--- src/include/loader_cfg.svh ---
// Loader configuration: download region boundaries and scroll slot geometry
`ifndef LOADER_CFG_SVH
`define LOADER_CFG_SVH

// Byte addresses in the 22-bit download space
// Code occupies everything below the scroll tiles
`define SCR_START   (22'h01_0000)
`define OBJ_START   (22'h02_0000)
`define PCM_START   (22'h03_0000)

// Colour and lookup PROMs come last
`define PROM_START  (22'h03_8000)

// Scroll slot reads 32-bit words
`define SLOT_AW     14

`endif
--- src/design/loader_pkg.sv ---
// Loader package: download region codes, SDRAM bus structs and the download address union
package loader_pkg;

    // Download region of the current byte
    typedef enum logic [2:0] {
        REG_CODE,
        REG_SCR,
        REG_OBJ,
        REG_PCM,
        REG_PROM
    } region_e;

    // One SDRAM byte write, mask is active low
    typedef struct packed {
        logic [21:0] addr;
        logic [7:0]  data;
        logic [1:0]  mask;
    } prog_word_t;

    // Tile view of a word address, only lo gets reordered
    typedef struct packed {
        logic [16:0] hi;
        logic [4:0]  lo;
    } tile_addr_t;

    typedef union packed {
        logic [21:0] raw;
        tile_addr_t  tile;
    } dl_addr_u;

    // Read request towards the SDRAM controller
    typedef struct packed {
        logic        req;
        logic [21:0] addr;
    } sdram_rd_t;

    // Slot response back to the graphics side
    typedef struct packed {
        logic [31:0] data;
        logic        ok;
    } slot_rsp_t;

endpackage

--- src/design/dwnld_mapper.sv ---
// Download mapper: sorts ioctl bytes into regions, reorders tile addresses, drives SDRAM and PROM writes
`timescale 1ns/1ns
`include "loader_cfg.svh"

module dwnld_mapper (
    input  logic                   clk,
    input  logic                   rst,
    input  logic                   downloading,
    input  logic                   ioctl_wr,
    input  logic                   sdram_ack,
    input  logic [24:0]            ioctl_addr,
    input  logic [7:0]             ioctl_dout,
    output loader_pkg::prog_word_t prog,
    output logic                   prog_we,
    output logic                   prom_we,
    output logic                   alt_board,
    output logic [10:0]            prom_addr,
    output logic [7:0]             prom_data
);

    localparam logic [21:0] SCR_START  = `SCR_START;
    localparam logic [21:0] OBJ_START  = `OBJ_START;
    localparam logic [21:0] PCM_START  = `PCM_START;
    localparam logic [21:0] PROM_START = `PROM_START;

    logic [21:0]          byte_addr;
    logic [21:0]          prom_off;
    logic                 wr_en;
    logic                 prog_wr;
    logic                 prom_wr;
    loader_pkg::region_e  region;
    loader_pkg::dl_addr_u word_addr;
    loader_pkg::dl_addr_u mapped_addr;

    assign byte_addr = ioctl_addr[21:0];
    assign wr_en     = ioctl_wr && downloading;
    assign prom_off  = byte_addr - PROM_START;

    // Region decode, highest region first
    always_comb begin
        if (byte_addr >= PROM_START) begin
            region = loader_pkg::REG_PROM;
        end else if (byte_addr >= PCM_START) begin
            region = loader_pkg::REG_PCM;
        end else if (byte_addr >= OBJ_START) begin
            region = loader_pkg::REG_OBJ;
        end else if (byte_addr >= SCR_START) begin
            region = loader_pkg::REG_SCR;
        end else begin
            region = loader_pkg::REG_CODE;
        end
    end

    assign prog_wr = wr_en && region != loader_pkg::REG_PROM;
    assign prom_wr = wr_en && region == loader_pkg::REG_PROM;

    // Tile data is stored so that one 32-bit read holds a full pixel row
    always_comb begin
        word_addr.raw = {1'b0, byte_addr[21:1]};
        mapped_addr   = word_addr;
        case (region)
            loader_pkg::REG_SCR: begin
                mapped_addr.tile.lo[3:0] = {word_addr.tile.lo[2:0], ~word_addr.tile.lo[3]};
            end
            loader_pkg::REG_OBJ: begin
                mapped_addr.tile.lo = {word_addr.tile.lo[2:0],
                                       ~word_addr.tile.lo[4],
                                       ~word_addr.tile.lo[3]};
            end
            default: begin
                mapped_addr = word_addr;
            end
        endcase
    end

    always_ff @(posedge clk) begin
        if (rst) begin
            prog_we   <= 1'b0;
            prom_we   <= 1'b0;
            alt_board <= 1'b0;
        end else begin
            prom_we <= prom_wr;
            // Held until the SDRAM takes the byte
            if (prog_we && sdram_ack) begin
                prog_we <= 1'b0;
            end
            if (prog_wr) begin
                prog_we <= 1'b1;
            end
            // Second PROM byte flags the alternate board
            if (wr_en && byte_addr == PROM_START + 22'd1) begin
                alt_board <= &ioctl_dout;
            end
        end
    end

    always_ff @(posedge clk) begin
        if (prog_wr) begin
            prog.addr <= mapped_addr.raw;
            prog.data <= ioctl_dout;
            prog.mask <= byte_addr[0] ? 2'b01 : 2'b10;
        end
        if (prom_wr) begin
            prom_addr <= prom_off[10:0];
            prom_data <= ioctl_dout;
        end
    end

    // Host must wait for the SDRAM write to finish
    property p_no_overlap;
        @(posedge clk) disable iff (rst)
        prog_we |-> !(ioctl_wr && downloading);
    endproperty

    a_no_overlap: assert property (p_no_overlap)
        else $error("ioctl write while SDRAM write pending");

endmodule

--- src/design/game_loader_top.sv ---
// Game loader top: ROM download mapping, scroll slot fetch and pixel clock enables
`timescale 1ns/1ns
`include "loader_cfg.svh"

module game_loader_top (
    input  logic                   clk,
    input  logic                   rst,
    // ioctl download
    input  logic                   downloading,
    input  logic [24:0]            ioctl_addr,
    input  logic [7:0]             ioctl_dout,
    input  logic                   ioctl_wr,
    output loader_pkg::prog_word_t prog,
    output logic                   prog_we,
    output logic                   prom_we,
    output logic [10:0]            prom_addr,
    output logic [7:0]             prom_data,
    output logic                   alt_board,
    // SDRAM read port
    output loader_pkg::sdram_rd_t  sdram,
    input  logic                   sdram_ack,
    input  logic                   data_dst,
    input  logic                   data_rdy,
    input  logic [15:0]            data_read,
    // Scroll slot
    input  logic                   slot_cs,
    input  logic [`SLOT_AW-1:0]    slot_addr,
    output loader_pkg::slot_rsp_t  slot,
    // Pixel enables
    output logic                   pxl2_cen,
    output logic                   pxl_cen
);

    logic miss;
    logic half_sel;
    logic half_we;
    logic fill_done;

    pixel_cen_gen u_cen (
        .clk      (clk),
        .rst      (rst),
        .pxl2_cen (pxl2_cen),
        .pxl_cen  (pxl_cen)
    );

    dwnld_mapper u_mapper (
        .clk         (clk),
        .rst         (rst),
        .downloading (downloading),
        .ioctl_wr    (ioctl_wr),
        .sdram_ack   (sdram_ack),
        .ioctl_addr  (ioctl_addr),
        .ioctl_dout  (ioctl_dout),
        .prog        (prog),
        .prog_we     (prog_we),
        .prom_we     (prom_we),
        .alt_board   (alt_board),
        .prom_addr   (prom_addr),
        .prom_data   (prom_data)
    );

    rom_fetch_fsm u_fetch (
        .clk         (clk),
        .rst         (rst),
        .downloading (downloading),
        .miss        (miss),
        .sdram_ack   (sdram_ack),
        .data_dst    (data_dst),
        .data_rdy    (data_rdy),
        .slot_addr   (slot_addr),
        .sdram       (sdram),
        .half_sel    (half_sel),
        .half_we     (half_we),
        .fill_done   (fill_done)
    );

    rom_slot_buffer u_buffer (
        .clk         (clk),
        .rst         (rst),
        .downloading (downloading),
        .slot_cs     (slot_cs),
        .half_sel    (half_sel),
        .half_we     (half_we),
        .fill_done   (fill_done),
        .slot_addr   (slot_addr),
        .data_read   (data_read),
        .miss        (miss),
        .slot        (slot)
    );

endmodule

--- src/design/pixel_cen_gen.sv ---
// Pixel clock enable generator: 12 MHz and 6 MHz strobes derived from the 48 MHz clock
`timescale 1ns/1ns

module pixel_cen_gen (
    input  logic clk,
    input  logic rst,
    output logic pxl2_cen,
    output logic pxl_cen
);

    logic [2:0] cnt;

    always_ff @(posedge clk) begin
        if (rst) begin
            cnt <= 3'd0;
        end else begin
            cnt <= cnt + 3'd1;
        end
    end

    // One pulse every 4 cycles, and every 8 cycles for the slower one
    assign pxl2_cen = cnt[1:0] == 2'd3;
    assign pxl_cen  = &cnt;

    // 6 MHz enable lands on a 12 MHz one and repeats every 8 cycles
    property p_pxl_aligned;
        @(posedge clk) disable iff (rst)
        pxl_cen |-> pxl2_cen ##8 pxl_cen;
    endproperty

    a_pxl_aligned: assert property (p_pxl_aligned)
        else $error("pxl_cen out of step with pxl2_cen");

endmodule

--- src/design/rom_fetch_fsm.sv ---
// Scroll slot fetch FSM: turns a slot miss into one two-halfword SDRAM read burst
`timescale 1ns/1ns
`include "loader_cfg.svh"

module rom_fetch_fsm (
    input  logic                  clk,
    input  logic                  rst,
    input  logic                  downloading,
    input  logic                  miss,
    input  logic                  sdram_ack,
    input  logic                  data_dst,
    input  logic                  data_rdy,
    input  logic [`SLOT_AW-1:0]   slot_addr,
    output loader_pkg::sdram_rd_t sdram,
    output logic                  half_sel,
    output logic                  half_we,
    output logic                  fill_done
);

    // Scroll region offset in SDRAM words
    localparam logic [21:0] SCR_WORD = `SCR_START >> 1;

    typedef enum logic [1:0] {
        IDLE,
        REQ,
        WAIT
    } state_e;

    state_e      state;
    logic        half_cnt;
    logic        start;
    logic [21:0] fetch_addr;
    logic [21:0] req_addr;

    // Each 32-bit slot word spans two SDRAM words
    assign fetch_addr = SCR_WORD + {{(21 - `SLOT_AW){1'b0}}, slot_addr, 1'b0};
    assign start      = state == IDLE && miss && !downloading;

    always_ff @(posedge clk) begin
        if (rst) begin
            state    <= IDLE;
            half_cnt <= 1'b0;
        end else begin
            case (state)
                IDLE: begin
                    if (start) begin
                        state <= REQ;
                    end
                end
                REQ: begin
                    if (sdram_ack) begin
                        state    <= WAIT;
                        half_cnt <= 1'b0;
                    end
                end
                WAIT: begin
                    if (data_dst) begin
                        half_cnt <= ~half_cnt;
                    end
                    // Last halfword and ready arrive together
                    if (data_rdy) begin
                        state <= IDLE;
                    end
                end
                default: begin
                    state <= IDLE;
                end
            endcase
        end
    end

    // Address frozen for the whole burst
    always_ff @(posedge clk) begin
        if (start) begin
            req_addr <= fetch_addr;
        end
    end

    assign sdram.req  = state == REQ;
    assign sdram.addr = req_addr;
    assign half_sel   = half_cnt;
    assign half_we    = state == WAIT && data_dst;
    assign fill_done  = state == WAIT && data_rdy;

    // Request is only withdrawn once the controller has taken it
    property p_req_held;
        @(posedge clk) disable iff (rst)
        sdram.req && !sdram_ack |=> sdram.req;
    endproperty

    a_req_held: assert property (p_req_held)
        else $error("sdram req dropped before ack");

endmodule

--- src/design/rom_slot_buffer.sv ---
// Scroll slot buffer: caches one 32-bit ROM word with its address and reports hit or miss
`timescale 1ns/1ns
`include "loader_cfg.svh"

module rom_slot_buffer (
    input  logic                  clk,
    input  logic                  rst,
    input  logic                  downloading,
    input  logic                  slot_cs,
    input  logic                  half_sel,
    input  logic                  half_we,
    input  logic                  fill_done,
    input  logic [`SLOT_AW-1:0]   slot_addr,
    input  logic [15:0]           data_read,
    output logic                  miss,
    output loader_pkg::slot_rsp_t slot
);

    logic                valid;
    logic                filling;
    logic                fill_start;
    logic                hit;
    logic [`SLOT_AW-1:0] tag;
    logic [`SLOT_AW-1:0] fill_tag;
    logic [31:0]         word;

    // SDRAM contents may change while a download runs
    assign hit  = slot_cs && valid && !downloading && tag == slot_addr;
    assign miss = slot_cs && !hit;

    // Same condition that moves the fetch FSM out of IDLE
    assign fill_start = miss && !downloading && !filling;

    always_ff @(posedge clk) begin
        if (rst) begin
            valid   <= 1'b0;
            filling <= 1'b0;
        end else begin
            if (fill_start) begin
                filling <= 1'b1;
            end
            if (fill_done) begin
                filling <= 1'b0;
            end
            if (downloading) begin
                valid <= 1'b0;
            end else if (fill_done) begin
                valid <= 1'b1;
            end
        end
    end

    always_ff @(posedge clk) begin
        if (fill_start) begin
            fill_tag <= slot_addr;
        end
        if (fill_done) begin
            tag <= fill_tag;
        end
        // Low half arrives first
        if (half_we) begin
            if (half_sel) begin
                word[31:16] <= data_read;
            end else begin
                word[15:0] <= data_read;
            end
        end
    end

    assign slot.data = word;
    assign slot.ok   = hit;

endmodule

--- config.mk ---
export PLATFORM = sky130hd
export DESIGN_NAME = game_loader_top
export DESIGN_NICKNAME = d
export VERILOG_FILES = /design/src/design/loader_pkg.sv /design/src/design/dwnld_mapper.sv /design/src/design/game_loader_top.sv /design/src/design/pixel_cen_gen.sv /design/src/design/rom_fetch_fsm.sv /design/src/design/rom_slot_buffer.sv
export VERILOG_INCLUDE_DIRS = /design/src /design/src/include
export SDC_FILE = /design/constraint.sdc
export NUM_CORES = 1
export LEC_CHECK = 0
export BUFFER_PORTS_ARGS = -buffer_cell sky130_fd_sc_hd__buf_2
export CAP_MARGIN = 20
export CORE_UTILIZATION = 48
export CTS_BUF_LIST = sky130_fd_sc_hd__clkbuf_4 sky130_fd_sc_hd__clkbuf_8 sky130_fd_sc_hd__clkbuf_16
export CTS_CLUSTER_DIAMETER = 100
export DETAILED_ROUTE_END_ITERATION = 12
export PLACE_DENSITY = 0.88
export SYNTH_ARGS = -nofsm -noshare
export SYNTH_HDL_FRONTEND = slang
export SYNTH_HIERARCHICAL = 1
export SYNTH_SLANG_ARGS = --single-unit
--- constraint.sdc ---
create_clock -name clk -period 3.7 [get_ports clk]
set_input_delay 0.37 -clock clk [delete_from_list [all_inputs] [get_ports clk]]
set_output_delay 0.37 -clock clk [all_outputs]
set_load 0.005 [all_outputs]
Yosys cells after proc, flatten, opt, wreduce, memory -nomap -nowiden
Index checks and enable logic that the tools add are counted.
Storage, ports and cells
  latch bits: 0
  memory bits (read-only): 0
  logic and storage cells: 86
  RAM bits: 0
  output and inout bits: 112
  bits in registers: 143
  bits of input ports: 71
  memories: 0
Operators by class
  add/subtract/negate cells: 3
  order comparisons: 4
  reductions and logical operators: 29
  mux-type cells: 16
  shift-type cells: 0
  $mul: 0
  divide/modulo/power cells: 0
  equal/unequal tests: 13
  bitwise gates (word level): 3
Operators by type and width (count)
  $ge 22x18->1 const B: 3
  $eq 22x18->1 const B: 1
  $ge 22x17->1 const B: 1
  $add 16x15->17 const A: 1
  $logic_and 1x1->1: 15
  $eq 14x14->1: 1
  $sub 11x1->11 const B: 1
  $mux 3: 3
  $reduce_and 3->1: 3
  $mux 2: 4
  $pmux 4 s2: 1
  $reduce_and 8->1: 1
  $mux 1: 6
  $pmux 2 s3: 1
  $eq 2x2->1 const B: 2
  $ne 2x1->1 const B: 2
  $ne 2x2->1 const B: 2
  $reduce_and 2->1: 2
  $reduce_bool 2->1: 2
  $reduce_or 2->1: 2
  $add 3x1->3 const B: 1
  $eq 3x1->1 const B: 1
  $eq 3x2->1 const B: 1
  $eq 3x3->1 const B: 1
  6 further kinds: 10

Longest topological paths before layout
Gate-level depths: netlist of run 1.
  word-level depth: 9
  gate-level depth with buffers: 7
  depth with buffers taken out: 7

By module
The synthesis of run 1 kept the hierarchy.
Modules (own cells, without submodules)
  rom_slot_buffer: instances 1, cells each 93, area each 2092.0 µm², seq. area each 1841.8 µm²
  dwnld_mapper: instances 1, cells each 109, area each 1879.3 µm², seq. area each 1561.5 µm²
  rom_fetch_fsm: instances 1, cells each 43, area each 658.1 µm², seq. area each 480.5 µm²
  pixel_cen_gen: instances 1, cells each 8, area each 101.3 µm², seq. area each 60.1 µm²

Least setup slack after synthesis of run 1
OpenSTA, ideal clock, no wires.
  path type: input-to-reg
  start: in slot_addr[4]
  end: reg u_fetch.req_addr[10] (enable)
  path buffers: 0
  setup slack: 0.823 ns
  stages on the path: 5
  setup time: 0.427 ns
  data required time: 3.273 ns
  data arrival time: 2.450 ns
  cells stage by stage: xor2_1 -> nor4_2 -> and4_4 -> nor2b_1 -> nor4b_1
Between the ends
  longest elaborated chain between the ends: 6
Ends and longest elaborated chain
  start: declaration: line game_loader_top.sv:27  | input logic [`SLOT_AW-1:0] slot_addr,
  $eq 14x14->1: line rom_slot_buffer.sv:28  | assign hit = slot_cs && valid && !downloading && tag == slot_addr;
  $logic_and 1x1->1: line rom_slot_buffer.sv:28
  named net u_buffer.hit: line rom_slot_buffer.sv:22  | logic hit;
  $logic_not 1->1: line rom_slot_buffer.sv:29  | assign miss = slot_cs && !hit;
  $logic_and 1x1->1: line rom_slot_buffer.sv:29
  named net miss: line game_loader_top.sv:34  | logic miss;
  $logic_and 1x1->1 (2 in series): line rom_fetch_fsm.sv:37  | assign start = state == IDLE && miss && !downloading;
  named net u_fetch.start: line rom_fetch_fsm.sv:31  | logic start;
  end signal: assignment: line rom_fetch_fsm.sv:75  | req_addr <= fetch_addr;
  end: declaration: line rom_fetch_fsm.sv:33  | logic [21:0] req_addr;
The timed path passes the listed nets, and every way through them passes these cells.
A chain may end at the register's enable or synchronous reset.

==> results of run 1 <==
==> layer usage <==
layer  global-route usage  part of all wire  vias up
met2                0.329              0.53      151
met3               0.0580             0.071       10
met1                0.203              0.39     1387
met5                    0                 0        -
li1                     -                 -     1318
met4               0.0792             0.012        0
==> cell families (layout without fill, tap and decap cells) <==
| family | Yosys count | after routing | synth area share |
|---|---|---|---|
| AND/OR/NAND/NOR | 54 | 54 | 0.0749 |
| XOR/XNOR | 15 | 15 | 0.0278 |
| multiplexers | 1 | 1 | 0.00238 |
| buffers and inverters | 20 | 212 | 0.0241 |
| other | 3 | 9 | 0.00238 |
| AO/OA/AOI/OAI | 23 | 23 | 0.0296 |
| flip-flops | 135 | 135 | 0.834 |
| adder cells (fa/ha/maj) | 2 | 2 | 0.00529 |
==> layout make-up <==
type | count | area [µm²] | area share
sequential | 135 | 3940 | 0.627
timing repair buffer | 174 | 897 | 0.143
multi-input combinational | 104 | 713 | 0.113
clock buffer | 17 | 414 | 0.0658
tap | 129 | 161 | 0.0257
clock inverter | 14 | 134 | 0.0213
inverter | 7 | 26.3 | 0.00418
==> worst paths after layout <==
path,from,to,slack (ps),depth (start not counted)
setup / recovery,u_buffer/tag[12],slot[0],1500,4
setup reg to reg,u_buffer/tag[12],u_buffer/fill_tag[7],1660,4
hold reg to reg,u_cen/cnt[0],u_cen/cnt[0],410,1
hold / removal,data_read[3],u_buffer/word[3],70,1
==> cell usage in the layout (no fill, tap or decap), types with 2 or more instances in the layout <==
cell	n
buf_2	170
edfxtp_1	124
clkbuf_16	16
xor2_1	15
dfxtp_1	11
conb_1	9
nor2b_1	8
inv_1	7
nor2_1	6
a21oi_1	6
nand3_1	6
o21ai_0	5
nand2_1	5
clkinv_2	4
nor4_2	4
nor3_1	4
o22ai_1	4
clkinv_1	3
clkinv_4	3
and2_1	3
a31oi_1	3
bufinv_16	2
nand2b_1	2
nand3b_1	2
buf_4	2
ha_1	2
nand4_1	2
nor4_1	2
==> state kept, by name (all words and copies together) (netlist names), 2 cells and up <==
name                cells
u_mapper/prom_data      8
u_buffer/word          32
u_buffer/fill_tag      14
u_mapper/prom_addr     11
u_buffer/tag           14
u_fetch/req_addr       14
u_fetch/state           2
u_cen/cnt               3
u_mapper/prog          31
==> power by group through the flow <==
stage,combinational (mW),clock [mW],sequential (mW)
2_1_floorplan,0.0542,0,1.76
3_3_place_gp,0.143,0,1.75
3_5_place_dp,0.151,0,1.76
4_1_cts,0.152,1.57,1.72
5_1_grt,0.168,1.63,1.73
6_report,0.152,1.53,1.72
==> worst reg2reg max path: stages, from the launching register on <==
cell      delay (ps)
edfxtp_1         380
xor2_1           190
nor4_2            90
and4_4           210
nor3_2           780
==> impl_metrics.env, run 1 <==
export IMPL_critical_path_slowest_cell="edfxtp_1"
export IMPL_port_buffer_count=170
export IMPL_cts_buffers_inserted=17
export IMPL_holdWs_ps=66.9
export IMPL_synth_top_area_frac=0.787
export IMPL_synth_avg_cell_area_um2=18.7
export IMPL_postSynthCellCount=253
export IMPL_slew_headroom=0.300
export IMPL_dpl_worst_slack_ps=1150
export IMPL_cts_sinks=135
export IMPL_crit_chain="xor2_1 > nor4_2 > and4_4 > buf_2"
export IMPL_synth_async_reset_ratio=0
export IMPL_fin_ws_ps=1500
export IMPL_cpPeakStageDelay_ps=380
export IMPL_routed_via_density=4.94
export IMPL_start_util=0.505
export IMPL_die_w_um=101
export IMPL_setup_viol=0
export IMPL_clkPwrFrac=0.449
export IMPL_finish_utilization=0.671
export IMPL_sequentialPowerShare=0.506
export IMPL_cp_arrival_ps=1830
export IMPL_grt_setup_unrepaired="false"
export IMPL_tightest_slew_ps=1040
export IMPL_finalMaxSlewViolations=0
export IMPL_ir_drop_mv=0.301
export IMPL_fmax_mhz=455
export IMPL_power_density_nw_per_um2=541
export IMPL_synthTopCellsByArea="edfxtp_1 (79%), dfxtp_1 (4.7%), xor2_1 (2.8%)"
export IMPL_clock_skew_ps=5.86
export IMPL_rows=35
export IMPL_fin_crit_sh=0.594
export IMPL_gp_congestion=0.777
export IMPL_clockBufferDepth=2
export IMPL_synth_area_um2=4730
export IMPL_ys_seq_area_frac=0.834
export IMPL_via_count=2866
export IMPL_cp_max_fo=3
export IMPL_synthFlopType="edfxtp_1"
export IMPL_wire_per_inst_um=15.9
export IMPL_fin_crit_ps=2200
export IMPL_start_kind="register"
export IMPL_switching_share=0.201
export IMPL_grtUsageTotal=0.184
export IMPL_detailed_place_area_um2=5730
export IMPL_cts_hold_buf=0
export IMPL_grt_pass1_vias=2861
export IMPL_clkTransAtPathRegs_ps=60
export IMPL_yosysMostFrequentCell="edfxtp_1"
export IMPL_synthToLayoutAreaGrowth_pct=33.0
export IMPL_io_pins=183
export IMPL_antenna_found_initial=0
export IMPL_grt_pass1_wl_um=13700
export IMPL_insertion_delay_ps=490
export IMPL_crit_buf_inv=1
export IMPL_fin_tns_setup_ps=0
export IMPL_leakage_nw=2.47
export IMPL_routed_wl_um=9210
export IMPL_fin_area_um2=6290
export IMPL_h_tree_depth=4
export IMPL_stdcell_count=580
export IMPL_power_frac_comb=0.045
export IMPL_min_path_type="in -> reg"
export IMPL_yosys_area_top_type="edfxtp_1"
export IMPL_root_buffer="clkbuf_8"
export IMPL_grt_max_degree=21
export IMPL_cp_end_kind="primary output"
export IMPL_ys_ff_latch=135
export IMPL_drc=0
export IMPL_intPower_mw=2.72
export IMPL_ant_nets=0
export IMPL_antennaDiodeCount=0
export IMPL_drtPass1Iterations=4
export IMPL_crit_required_ps=3330
export IMPL_dp_hpwl_um=6580
export IMPL_cts_tree="done"
export IMPL_post_cts_buffers=0
export IMPL_drive_above_1_share=0.472
export IMPL_grt_overflow=0
export IMPL_yosysWarnings=6
export IMPL_drtIter0Drc=126
export IMPL_hold_viol=0
export IMPL_core_um2=9370
export IMPL_die_height_um=101
export IMPL_ys_types=37
export IMPL_synth_cells_most_frequent="edfxtp_1 (124), xor2_1 (15), dfxtp_1 (11), buf_4 (10), nor2b_1 (8)"
export IMPL_nets=512
export IMPL_crit_type="reg -> out"
export IMPL_power_switching_mw=0.683
export IMPL_maxCapViolCount=0
export IMPL_dieArea_um2=10300
export IMPL_dpl_cell_count=548
export IMPL_fillers=675
export IMPL_status="finished clean"
export IMPL_synth_edf_count=124
export IMPL_ctsResizeCount=0
export IMPL_power_mw=3.41
export IMPL_cp_top_family="simple AND/OR/NAND/NOR gates"
Power figures use the tool's default switching activity.
==> run 2, diff against run 1 <==
==> constraint.sdc (replaced) <==
create_clock -name clk -period 2.2 [get_ports clk]
set_input_delay 0.22 -clock clk [delete_from_list [all_inputs] [get_ports clk]]
set_output_delay 0.22 -clock clk [all_outputs]
set_load 0.005 [all_outputs]
==> impl_metrics.env, run 2 (synthesized netlist as in run 1, its figures left out) <==
export IMPL_fillers=584
export IMPL_drtPass1Iterations=4
export IMPL_drive_above_1_share=0.433
export IMPL_stdcell_count=646
export IMPL_root_buffer="clkbuf_8"
export IMPL_cp_end_kind="primary output"
export IMPL_clockBufferDepth=2
export IMPL_ctsResizeCount=0
export IMPL_die_w_um=101
export IMPL_rows=35
export IMPL_grt_pass1_wl_um=16000
export IMPL_cpPeakStageDelay_ps=390
export IMPL_maxCapViolCount=0
export IMPL_clock_skew_ps=5.04
export IMPL_fin_crit_sh=0.934
export IMPL_m1WireLength_um=4090
export IMPL_via_count=3130
export IMPL_die_height_um=101
export IMPL_cp_max_fo=3
export IMPL_grt_max_degree=21
export IMPL_routed_via_density=4.85
export IMPL_status="finished clean"
export IMPL_dp_hpwl_um=6620
export IMPL_ir_drop_mv=0.883
export IMPL_insertion_delay_ps=490
export IMPL_crit_required_ps=1980
export IMPL_drc=0
export IMPL_wl_met3_um=786
export IMPL_fmax_mhz=487
export IMPL_h_tree_depth=4
export IMPL_io_pins=183
export IMPL_crit_chain="xor2_1 > nor4_2 > and4_4 > buf_2"
export IMPL_fin_crit_ps=2060
export IMPL_nets=577
export IMPL_start_kind="register"
export IMPL_core_um2=9370
export IMPL_cts_sinks=135
export IMPL_grt_overflow=0
export IMPL_min_path_type="in -> reg"
export IMPL_port_buffer_count=170
export IMPL_setup_viol=0
export IMPL_tightest_slew_ps=756
export IMPL_final_cell_mix="buf_2 (170), edfxtp_1 (124), dlygate4sd3_1 (57), clkbuf_16 (16), xor2_1 (15)"
export IMPL_grt_pass1_vias=3153
export IMPL_wire_per_inst_um=16.5
export IMPL_antennaDiodeCount=0
export IMPL_dpl_cell_count=555
export IMPL_regMostFlops="u_buffer/word"
export IMPL_power_density_nw_per_um2=872
export IMPL_grtUsageTotal=0.218
export IMPL_routed_wl_um=10700
export IMPL_gp_congestion=0.811
export IMPL_grt_setup_unrepaired="false"
export IMPL_hold_viol=0
export IMPL_clkTransAtPathRegs_ps=60
export IMPL_slew_headroom=0.496
export IMPL_wl_met2_um=5460
export IMPL_ant_nets=0
export IMPL_cp_arrival_ps=1840
export IMPL_finalMaxSlewViolations=0
export IMPL_reg_top3="u_buffer/word: 32 flops, u_mapper/prog: 31 flops"
export IMPL_detailed_place_area_um2=5780
export IMPL_dieArea_um2=10300
export IMPL_cts_tree="done"
export IMPL_top_layer="met4"
export IMPL_layout_cells_most_common="buf_2"
export IMPL_r2r_setup_slack_ps=360
export IMPL_synthToLayoutAreaGrowth_pct=47.7
export IMPL_crit_type="reg -> out"
export IMPL_antenna_found_initial=0
export IMPL_critical_path_slowest_cell="nor4_2"
export IMPL_leakage_nw=2.78
export IMPL_largest_register_ffs=32
export IMPL_start_util=0.505
export IMPL_fin_area_um2=6990
export IMPL_cts_buffers_inserted=17
export IMPL_drtIter0Drc=158
[run 2: final cells by class]
type / count / area (µm²) / area share
sequential: 135 / 3940 / 0.565
timing repair buffer: 239 / 1530 / 0.219
multi-input combinational: 104 / 722 / 0.103
clock buffer: 17 / 414 / 0.0593
clock inverter: 15 / 190 / 0.0272
tap: 129 / 161 / 0.0231
inverter: 7 / 26.3 / 0.00376
[run 2: per-stage QoR]
step                       util  TNS (ps)  hold WS (ps)  setup slack (ps)  power, mW
after floorplan               -         0           289              13.3       3.05
final                     0.745         0          35.6               145       6.09
after global placement    0.617         0           400              14.6       3.20
after global routing      0.745         0          3.14              42.0       6.30
after CTS                 0.743         0          6.92              94.0       6.13
after detailed placement  0.617     -1520           405              -109       3.22
[run 2: power breakdown]
| part | internal (mW) | switching (mW) | total (mW) |
|---|---|---|---|
| combinational | 0.185 | 0.169 | 0.354 |
| clock | 1.75 | 1.08 | 2.84 |
| sequential | 2.88 | 0.0230 | 2.90 |
| total | 4.82 | 1.28 | 6.09 |
[run 2: worst paths after layout]
path	endpoint	cells after the start	start
worst min register to register	u_cen/cnt[0]	1	u_cen/cnt[0]
worst max register to register	u_buffer/word[16]	3	u_fetch/state[1]
worst min-delay path	u_buffer/fill_tag[4]	2	slot_addr[4]
worst max-delay path	slot[0]	4	u_buffer/tag[12]
[run 2: what timing repair did]
item,CTS,global route
hold buffers,56,1
hold endpoints to repair,96,2
endpoints found under the setup margin,14,0
buffers inserted,1,0
[run 2: critical path, delay by kind of cell, from the launching register on]
kind	cells	cell delay, ps
flip-flops	1	380
AND/OR/NAND/NOR	2	680
XOR/XNOR	1	160
buffers and inverters	1	130
[run 2: routing by layer]
metal	global-route usage	vias to the layer above
met2	0.378	161
met4	0.119	0
met3	0.0676	26
met1	0.239	1485
met5	0	-
li1	-	1458
